`src/mem_pkg.sv`:
```
`default_nettype none

package mem_pkg;

    // ----------------------------------------
    // Widths
    // ----------------------------------------
    localparam int DATA_BITS       = 32;
    localparam int COPY_WORDS      = 27;                // Words in the copy image.
    localparam int COPY_INDEX_BITS = $clog2(COPY_WORDS);

    // ----------------------------------------
    // Opcodes and payload structs
    // ----------------------------------------
    typedef enum logic [1:0] {
        MEM_NOP    = 2'd0,
        MEM_LOAD   = 2'd1,
        MEM_STORE  = 2'd2,
        MEM_BRANCH = 2'd3
    } mem_opcode_t;

    // Operation handed over by the execute stage, 99 bits.
    typedef struct packed {
        mem_opcode_t          opcode;
        logic                 zero;    // ALU zero flag.
        logic [DATA_BITS-1:0] addr;    // Byte address.
        logic [DATA_BITS-1:0] wdata;
        logic [DATA_BITS-1:0] pc;
    } mem_op_t;

    // Result passed on to writeback, 65 bits.
    typedef struct packed {
        logic [DATA_BITS-1:0] pc;
        logic [DATA_BITS-1:0] rdata;   // Zero unless a load.
        logic                 branch_taken;
    } mem_result_t;

    typedef logic [COPY_WORDS-1:0][DATA_BITS-1:0] copy_image_t;

endpackage

`default_nettype wire

```
`src/mem_request_queue.sv`:
```
`default_nettype none

module mem_request_queue #(
    parameter int QUEUE_DEPTH = 4
) (
    input  logic              clk_50,
    input  logic              reset,
    input  logic              op_valid,
    input  mem_pkg::mem_op_t  op,
    input  logic              pop,
    output logic              head_valid,
    output mem_pkg::mem_op_t  head,
    output logic              credit_return
);
    import mem_pkg::*;

    localparam int PTR_BITS = (QUEUE_DEPTH > 1) ? $clog2(QUEUE_DEPTH) : 1;
    localparam int CNT_BITS = $clog2(QUEUE_DEPTH + 1);

    mem_op_t             buffer [QUEUE_DEPTH];
    logic [PTR_BITS-1:0] wr_ptr;
    logic [PTR_BITS-1:0] rd_ptr;
    logic [CNT_BITS-1:0] count;

    function automatic logic [PTR_BITS-1:0] next_ptr(input logic [PTR_BITS-1:0] ptr);
        return (ptr == PTR_BITS'(QUEUE_DEPTH - 1)) ? '0 : ptr + 1'b1;
    endfunction

    // Upstream credits guarantee a free slot.
    always_ff @(posedge clk_50) begin
        if (op_valid) begin
            buffer[wr_ptr] <= op;
        end
    end

    always_ff @(posedge clk_50) begin
        if (reset) begin
            wr_ptr        <= '0;
            rd_ptr        <= '0;
            count         <= '0;
            credit_return <= 1'b0;
        end else begin
            if (op_valid) begin
                wr_ptr <= next_ptr(wr_ptr);
            end
            if (pop) begin
                rd_ptr <= next_ptr(rd_ptr);
            end
            count         <= count + CNT_BITS'(op_valid) - CNT_BITS'(pop);
            credit_return <= pop;                           // One credit per pop.
        end
    end

    assign head_valid = (count != '0);
    assign head       = buffer[rd_ptr];

endmodule

`default_nettype wire

```
`src/copy_sequencer.sv`:
```
`default_nettype none

module copy_sequencer (
    input  logic clk_50,
    input  logic reset,
    input  logic copy_start,
    input  logic access_idle,
    input  logic last_word,
    output logic count_clear,
    output logic count_step,
    output logic copy_we,
    output logic copy_busy
);

    typedef enum logic [1:0] {
        CP_IDLE,
        CP_DRAIN,
        CP_WRITE
    } cp_state_t;

    cp_state_t state;
    cp_state_t state_next;

    always_comb begin
        state_next = state;
        case (state)
            CP_IDLE: begin
                if (copy_start) begin
                    state_next = CP_DRAIN;
                end
            end
            CP_DRAIN: begin
                if (access_idle) begin
                    state_next = CP_WRITE;                  // In-flight op retired.
                end
            end
            CP_WRITE: begin
                if (last_word) begin
                    state_next = CP_IDLE;
                end
            end
            default: state_next = CP_IDLE;
        endcase
    end

    always_ff @(posedge clk_50) begin
        if (reset) begin
            state <= CP_IDLE;
        end else begin
            state <= state_next;
        end
    end

    assign count_clear = (state == CP_IDLE) && copy_start;  // Index 0 on entry to drain.
    assign count_step  = (state == CP_WRITE);
    assign copy_we     = (state == CP_WRITE);
    assign copy_busy   = (state != CP_IDLE);                // Also blocks pops.

endmodule

`default_nettype wire

```
`src/word_counter.sv`:
```
`default_nettype none

module word_counter (
    input  logic                                clk_50,
    input  logic                                reset,
    input  logic                                clear,
    input  logic                                step,
    output logic [mem_pkg::COPY_INDEX_BITS-1:0] index,
    output logic                                last_word
);
    import mem_pkg::*;

    always_ff @(posedge clk_50) begin
        if (reset) begin
            index <= '0;
        end else if (clear) begin
            index <= '0;
        end else if (step) begin
            index <= last_word ? '0 : index + 1'b1;         // Wraps after the last word.
        end
    end

    assign last_word = (index == COPY_INDEX_BITS'(COPY_WORDS - 1));

endmodule

`default_nettype wire

```
`src/data_mem.sv`:
```
`default_nettype none

module data_mem #(
    parameter int MEM_WORDS = 64
) (
    input  logic                                clk_50,
    input  logic                                mem_en,
    input  logic                                mem_we,
    input  logic [$clog2(MEM_WORDS)-1:0]        mem_addr,
    input  logic [mem_pkg::DATA_BITS-1:0]       mem_wdata,
    input  logic                                copy_we,
    input  logic [mem_pkg::COPY_INDEX_BITS-1:0] copy_index,
    input  mem_pkg::copy_image_t                copy_image,
    output logic [mem_pkg::DATA_BITS-1:0]       mem_rdata
);
    import mem_pkg::*;

    logic [DATA_BITS-1:0] mem [MEM_WORDS];

    // ----------------------------------------
    // Write side
    // ----------------------------------------
    always_ff @(posedge clk_50) begin
        if (copy_we) begin
            mem[copy_index] <= copy_image[copy_index];      // Copy image word.
        end else if (mem_en && mem_we) begin
            mem[mem_addr] <= mem_wdata;
        end
    end

    // ----------------------------------------
    // Read side
    // ----------------------------------------
    // Output holds its value between reads.
    always_ff @(posedge clk_50) begin
        if (mem_en && !mem_we) begin
            mem_rdata <= mem[mem_addr];
        end
    end

endmodule

`default_nettype wire

```
`src/mem_access.sv`:
```
`default_nettype none

module mem_access #(
    parameter int MEM_WORDS = 64
) (
    input  logic                          clk_50,
    input  logic                          reset,
    input  logic                          head_valid,
    input  mem_pkg::mem_op_t              head,
    input  logic                          copy_busy,
    input  logic [mem_pkg::DATA_BITS-1:0] mem_rdata,
    output logic                          pop,
    output logic                          mem_en,
    output logic                          mem_we,
    output logic [$clog2(MEM_WORDS)-1:0]  mem_addr,
    output logic [mem_pkg::DATA_BITS-1:0] mem_wdata,
    output logic                          access_idle,
    output logic                          result_valid,
    output mem_pkg::mem_result_t          result
);
    import mem_pkg::*;

    localparam int ADDR_BITS = $clog2(MEM_WORDS);

    logic                 flight_valid;
    mem_opcode_t          flight_opcode;
    logic [DATA_BITS-1:0] flight_pc;
    logic                 flight_branch;

    // ----------------------------------------
    // Issue to memory
    // ----------------------------------------
    assign pop       = head_valid && !copy_busy;
    assign mem_en    = pop && ((head.opcode == MEM_LOAD) || (head.opcode == MEM_STORE));
    assign mem_we    = pop && (head.opcode == MEM_STORE);
    assign mem_addr  = ADDR_BITS'((head.addr >> 2) % MEM_WORDS);  // Word address.
    assign mem_wdata = head.wdata;

    // ----------------------------------------
    // In-flight and result registers
    // ----------------------------------------
    always_ff @(posedge clk_50) begin
        if (reset) begin
            flight_valid <= 1'b0;
            result_valid <= 1'b0;
        end else begin
            flight_valid <= pop;
            result_valid <= flight_valid;
        end
    end

    always_ff @(posedge clk_50) begin
        if (pop) begin
            flight_opcode <= head.opcode;
            flight_pc     <= head.pc;
            flight_branch <= (head.opcode == MEM_BRANCH) && head.zero;
        end
        if (flight_valid) begin
            result.pc           <= flight_pc;
            result.rdata        <= (flight_opcode == MEM_LOAD) ? mem_rdata : '0;
            result.branch_taken <= flight_branch;
        end
    end

    assign access_idle = !flight_valid;                     // Nothing waiting on memory.

endmodule

`default_nettype wire

```
`src/mem_stage.sv`:
```
`default_nettype none

module mem_stage #(
    parameter int MEM_WORDS   = 64,
    parameter int QUEUE_DEPTH = 4
) (
    input  logic                  clk_50,
    input  logic                  reset,
    input  logic                  op_valid,
    input  mem_pkg::mem_op_t      op,
    input  logic                  copy_start,
    input  mem_pkg::copy_image_t  copy_image,
    output logic                  credit_return,
    output logic                  result_valid,
    output mem_pkg::mem_result_t  result,
    output logic                  copy_busy
);
    import mem_pkg::*;

    // Queue to access path.
    logic    head_valid;
    mem_op_t head;
    logic    pop;

    // Access path to memory.
    logic                         mem_en;
    logic                         mem_we;
    logic [$clog2(MEM_WORDS)-1:0] mem_addr;
    logic [DATA_BITS-1:0]         mem_wdata;
    logic [DATA_BITS-1:0]         mem_rdata;
    logic                         access_idle;

    // Copy engine.
    logic                       count_clear;
    logic                       count_step;
    logic                       copy_we;
    logic                       last_word;
    logic [COPY_INDEX_BITS-1:0] copy_index;

    mem_request_queue #(
        .QUEUE_DEPTH (QUEUE_DEPTH)
    ) u_queue (
        .clk_50        (clk_50),
        .reset         (reset),
        .op_valid      (op_valid),
        .op            (op),
        .pop           (pop),
        .head_valid    (head_valid),
        .head          (head),
        .credit_return (credit_return)
    );

    mem_access #(
        .MEM_WORDS (MEM_WORDS)
    ) u_access (
        .clk_50       (clk_50),
        .reset        (reset),
        .head_valid   (head_valid),
        .head         (head),
        .copy_busy    (copy_busy),
        .mem_rdata    (mem_rdata),
        .pop          (pop),
        .mem_en       (mem_en),
        .mem_we       (mem_we),
        .mem_addr     (mem_addr),
        .mem_wdata    (mem_wdata),
        .access_idle  (access_idle),
        .result_valid (result_valid),
        .result       (result)
    );

    copy_sequencer u_copy_seq (
        .clk_50      (clk_50),
        .reset       (reset),
        .copy_start  (copy_start),
        .access_idle (access_idle),
        .last_word   (last_word),
        .count_clear (count_clear),
        .count_step  (count_step),
        .copy_we     (copy_we),
        .copy_busy   (copy_busy)
    );

    word_counter u_word_counter (
        .clk_50    (clk_50),
        .reset     (reset),
        .clear     (count_clear),
        .step      (count_step),
        .index     (copy_index),
        .last_word (last_word)
    );

    data_mem #(
        .MEM_WORDS (MEM_WORDS)
    ) u_data_mem (
        .clk_50     (clk_50),
        .mem_en     (mem_en),
        .mem_we     (mem_we),
        .mem_addr   (mem_addr),
        .mem_wdata  (mem_wdata),
        .copy_we    (copy_we),
        .copy_index (copy_index),
        .copy_image (copy_image),
        .mem_rdata  (mem_rdata)
    );

endmodule

`default_nettype wire

```
`config.mk`:
```
export PLATFORM = sky130hd
export DESIGN_NAME = mem_stage
export DESIGN_NICKNAME = d
export VERILOG_FILES = /design/src/mem_pkg.sv /design/src/mem_request_queue.sv /design/src/copy_sequencer.sv /design/src/word_counter.sv /design/src/data_mem.sv /design/src/mem_access.sv /design/src/mem_stage.sv
export SDC_FILE = /design/constraint.sdc
export NUM_CORES = 2
export LEC_CHECK = 0
export BUFFER_PORTS_ARGS = -buffer_cell sky130_fd_sc_hd__buf_4
export CAP_MARGIN = 20
export CORE_MARGIN = 8
export CORE_UTILIZATION = 60
export CTS_BUF_LIST = sky130_fd_sc_hd__clkbuf_4 sky130_fd_sc_hd__clkbuf_8
export DETAILED_ROUTE_END_ITERATION = 8
export PLACE_DENSITY = 0.81
export SLEW_MARGIN = 20
export SYNTH_ARGS = -nofsm -noshare
export SYNTH_HDL_FRONTEND = slang
export SYNTH_SLANG_ARGS = --single-unit
```
`constraint.sdc`:
```
create_clock -name clk_50 -period 13.3 [get_ports clk_50]
set_input_delay 2.66 -clock clk_50 [delete_from_list [all_inputs] [get_ports clk_50]]
set_output_delay 2.66 -clock clk_50 [all_outputs]
set_load 0.02 [all_outputs]
```
==> impl_results.md <==
* Outcome: finished with violations
* Violated checks: DRC
* Multiplexer area fraction after synthesis at 10.7%
* Count of yosys warnings during synthesis at 0
* Share of post-route cells with drive strength above 1 at 28.9%
* Number of flops mapped to enable cells by yosys at 2472
* Die area at 0.185 mm2
* Num CTS Buffers at 374
* Parity-gate share of the synthesized area counting xor and xnor cells at 0.0426%
* Final Instance Area at 0.121 mm2
* 1st-iter DRT viols at 12400
* Cells after Synth at 6575
* Sum of negative setup slack at 0 ns
* Io pins at 1035
* Critical path launch point type: flip-flop
* Ratio of final minimum period to clock period at 51.2%
* Number of global-route vias before repair at 67500
* GPL Wtd Cong at 0.964
* Critical path data arrival time at 7.59 ns
* Clock root buffer: sky130_fd_sc_hd__clkbuf_8
* Worst voltage drop across the vdd grid at 177 uV
* Fmax at 147 MHz
* Final routed wire length divided by cell count at 37.6 um
* Pwr per Cell Area at 182 mW/mm2
* Synthesized area per cell at 15.6 um2
* Die extent in x at 430 um
* Final setup violation count at 0
* Layout overhead on the synthesized area at 17.6%
* Most used flip-flop cell after synthesis: sky130_fd_sc_hd__edfxtp_1
* First-pass GRT wire length at 519000 um
* GRT Overall Usage at 40.4%
* Port Buffer Count at 1008
* Area after DPL at 0.114 mm2
* Routed vias at 70600
* Hold buffers post-CTS at 0
* Nets in the synthesized netlist at 7554
* Clock network latency to the later pin of the worst-skew pair at 1.09 ns
* Time the final worst path needs with I/O delays and setup at 6.81 ns
* Post-Synth Adder-Cell Area at 0.153%
* Actual transition at the worst max-transition pin at 1.22 ns
* Pin count of the biggest net entering global routing at 169
* Antenna violations before repair at 88
* Number of nets still failing antenna checks after routing at 0
* Number of placement rows at 152
* TritonCTS clock tree: yes
* Final hold violations at 0
* Fraction of the mapped netlist area in compound gates at 6.51%
* Post-CTS resize count at 0
* Drt first pass iters at 9
* Fillers at 10100
* Number of distinct library cell variants in the gate-level netlist after synthesis at 56
* Clock Skew at 0.0781 ns
* Capturing element type of the critical path: flip-flop
* Class of the most critical setup path: reg -> reg
* Async set-reset flop share out of synthesis at 0%
* Dominant combinational cell family by area after synthesis: multiplexers
* Required time of the worst setup path at 14.08 ns
* Max-slew violation count at 0
* Max-Slew Margin vs Limit at 17.5%
* Remaining DRCs at 11
* Core Region at 0.171 mm2
* Register bit total from synthesis at 2490
* Number of H-tree branching levels at 5
* Vertical extent of the die at 430 um
* Multi-input combinational cell area at 0.0271 mm2
* Wire length reported by the detailed router at 386000 um
* Hold Path Class: reg -> reg
* Clock edge transition at the registers on the reported setup and hold paths at 0.06 ns
* Max FO, Critical Path at 135
* Max-capacitance violation count at 0
* Post-CTS setup buffer count at 0
* Net total in the final layout at 8680
* Buffers from clock root to sink, at most at 4
* Starting density of the core at 60.2%
* Cell area after synthesis at 0.103 mm2
* Leak at 41.3 nW
* Total area of sequential cells at 0.0746 mm2
* Simple-gate portion of the synthesized area at 8.03%
* Placed wire-length estimate after detailed placement at 261000 um
* Global route total overflow at 0
* Setup repair after global routing missed its margin: false
* Number of sinks handled by clock tree synthesis at 2490
* Mean number of vias per cell at 6.88
* Sequential share of the synthesized area at 72.5%
## cell type report
type | instances | area share [%]
flip-flops and latches | 2490 | 61.7
multi-input cells | 3577 | 22.4
repair buffers | 1214 | 7.63
clock buffers | 490 | 5.03
well taps | 2233 | 2.31
clock inverters | 149 | 0.693
inverters | 44 | 0.136
diodes | 59 | 0.122
## state kept, by name, summed over array words and instances (netlist names), 3 cells and up, named ones only
name                  count
u_data_mem.mem         2048
u_queue.count             3
u_data_mem.mem_rdata     32
u_word_counter.index      5
u_queue.buffer          292
u_access.flight_pc       32
u_access.result          65
## final timing paths
| kind | slack [ns] | to | start | cells past startpoint |
|---|---|---|---|---|
| setup / recovery | 6.49 | u_data_mem.mem_rdata[6] | flip-flop | 11 |
| hold / removal | 0.40 | u_access.result[51] | u_access.flight_pc[18] | 0 |
| setup reg to reg | 6.49 | u_data_mem.mem_rdata[6] | flip-flop | 11 |
| hold reg to reg | 0.40 | u_access.result[51] | u_access.flight_pc[18] | 0 |
## metrics by stage
| step | cells | setup WS [ns] | total power, mW | hold WS (ns) | utilization, % |
|---|---|---|---|---|---|
| final | 10300 | 6.49 | 22.1 | 0.399 | 70.8 |
| after global routing | 10200 | 6.20 | 22.6 | 0.429 | 70.8 |
| after CTS | 10200 | 6.57 | 21.8 | 0.406 | 70.7 |
| after detailed placement | 9558 | 6.60 | 16.0 | 0.405 | 66.6 |
| after global placement | 9557 | 6.65 | 15.8 | 0.404 | 66.6 |
| after floorplan | 6575 | 6.84 | 13.5 | 0.400 | - |
## synth_stat cells, types with 2 or more instances
cell type / number / area, um2
sky130_fd_sc_hd__a2111oi_0: 10 / 87.6
sky130_fd_sc_hd__a211oi_1: 118 / 886
sky130_fd_sc_hd__a21oi_1: 198 / 991
sky130_fd_sc_hd__a22oi_1: 32 / 240
sky130_fd_sc_hd__a311oi_1: 90 / 788
sky130_fd_sc_hd__a31oi_1: 104 / 651
sky130_fd_sc_hd__a32oi_1: 10 / 87.6
sky130_fd_sc_hd__and2_1: 44 / 275
sky130_fd_sc_hd__and3_1: 12 / 75.1
sky130_fd_sc_hd__buf_1: 59 / 221
sky130_fd_sc_hd__buf_2: 136 / 681
sky130_fd_sc_hd__buf_4: 10 / 75.1
sky130_fd_sc_hd__buf_6: 9 / 101
sky130_fd_sc_hd__clkbuf_1: 249 / 935
sky130_fd_sc_hd__dfxtp_1: 18 / 360
sky130_fd_sc_hd__edfxtp_1: 2472 / 74200
sky130_fd_sc_hd__ha_1: 11 / 138
sky130_fd_sc_hd__inv_1: 44 / 165
sky130_fd_sc_hd__mux2_2: 70 / 788
sky130_fd_sc_hd__mux2i_1: 267 / 2670
sky130_fd_sc_hd__mux4_2: 333 / 7500
sky130_fd_sc_hd__nand2_1: 1104 / 4140
sky130_fd_sc_hd__nand2b_1: 9 / 56.3
sky130_fd_sc_hd__nand3_1: 332 / 1660
sky130_fd_sc_hd__nand4_1: 13 / 81.3
sky130_fd_sc_hd__nor2_1: 134 / 503
sky130_fd_sc_hd__nor2b_1: 121 / 757
sky130_fd_sc_hd__nor3_1: 51 / 255
sky130_fd_sc_hd__nor3b_1: 3 / 22.5
sky130_fd_sc_hd__nor4_1: 25 / 156
sky130_fd_sc_hd__o2111ai_1: 2 / 17.5
sky130_fd_sc_hd__o211ai_1: 38 / 285
sky130_fd_sc_hd__o21ai_0: 165 / 826
sky130_fd_sc_hd__o21ai_1: 10 / 50.1
sky130_fd_sc_hd__o221a_2: 2 / 22.5
sky130_fd_sc_hd__o221ai_1: 121 / 1060
sky130_fd_sc_hd__o22a_1: 3 / 26.3
sky130_fd_sc_hd__o22ai_1: 79 / 494
sky130_fd_sc_hd__o311ai_1: 5 / 43.8
sky130_fd_sc_hd__o31ai_1: 5 / 37.5
sky130_fd_sc_hd__o41ai_1: 6 / 52.6
sky130_fd_sc_hd__or2_2: 2 / 12.5
sky130_fd_sc_hd__or3_1: 10 / 62.6
sky130_fd_sc_hd__or4_1: 24 / 180
sky130_fd_sc_hd__xnor2_1: 4 / 35.0
## logic make-up after synthesis
kind of cell | count (synthesis)
xor gates and xnor gates | 5
adders and majority gates | 12
buffers and inverters | 508
AOI/OAI and AO/OA | 1004
DFF | 2490
and+or+nand+nor | 1886
muxes | 670
## power by group
part | switching, mW | leakage [nW] | internal [mW]
Sequential | 0.157 | 22.5 | 9.47
Clock | 2.84 | 3.68 | 3.12
Combinational | 4.55 | 15.1 | 1.92
## per-layer routing
metal  global-route usage, %  wire length (um)
met1                    49.1            122000
met2                    60.7            173000
met3                    12.6             53100
met4                    30.9             37400
met5                       0               242
## critical path: stages, from the launching register on
cell,delay [ns]
sky130_fd_sc_hd__dfxtp_4,0.84
sky130_fd_sc_hd__buf_4,0.82
sky130_fd_sc_hd__mux4_4,0.91
sky130_fd_sc_hd__buf_4,0.67
sky130_fd_sc_hd__buf_12,0.55
sky130_fd_sc_hd__buf_4,0.76
sky130_fd_sc_hd__mux2_2,0.41
sky130_fd_sc_hd__o211ai_1,0.17
sky130_fd_sc_hd__a21oi_1,0.07
sky130_fd_sc_hd__a32oi_1,0.35
sky130_fd_sc_hd__nand3_1,0.26
sky130_fd_sc_hd__or4_1,0.46
## cell usage in the layout, fill, tap and decap left out, types with 8 or more instances in the layout
cell and instances:
sky130_fd_sc_hd__o221ai_1 121, sky130_fd_sc_hd__nand2_1 1100, sky130_fd_sc_hd__mux4_2 330, sky130_fd_sc_hd__clkbuf_8 385, sky130_fd_sc_hd__diode_2 59, sky130_fd_sc_hd__clkbuf_4 105
sky130_fd_sc_hd__mux2_2 67, sky130_fd_sc_hd__o22ai_1 79, sky130_fd_sc_hd__edfxtp_1 2472, sky130_fd_sc_hd__a31oi_1 101, sky130_fd_sc_hd__nor3_1 46, sky130_fd_sc_hd__buf_12 9
sky130_fd_sc_hd__o21ai_0 125, sky130_fd_sc_hd__ha_1 11, sky130_fd_sc_hd__and3_1 12, sky130_fd_sc_hd__o21ai_4 32, sky130_fd_sc_hd__nand3_1 332, sky130_fd_sc_hd__nor2b_1 117
sky130_fd_sc_hd__buf_4 1204, sky130_fd_sc_hd__inv_1 44, sky130_fd_sc_hd__o21ai_1 18, sky130_fd_sc_hd__nor2_4 61, sky130_fd_sc_hd__a311oi_1 90, sky130_fd_sc_hd__clkinv_1 99
sky130_fd_sc_hd__o211ai_1 38, sky130_fd_sc_hd__a21oi_1 197, sky130_fd_sc_hd__nor2_1 70, sky130_fd_sc_hd__bufinv_16 8, sky130_fd_sc_hd__a211oi_1 118, sky130_fd_sc_hd__nor4_1 24
sky130_fd_sc_hd__or4_1 24, sky130_fd_sc_hd__and2_1 40, sky130_fd_sc_hd__dfxtp_1 10, sky130_fd_sc_hd__nand4_1 13, sky130_fd_sc_hd__a22oi_1 32, sky130_fd_sc_hd__a32oi_1 10
sky130_fd_sc_hd__or3_1 10, sky130_fd_sc_hd__a2111oi_0 10, sky130_fd_sc_hd__clkinv_2 37, sky130_fd_sc_hd__mux2i_1 263
Power figures use the tool's default switching activity.
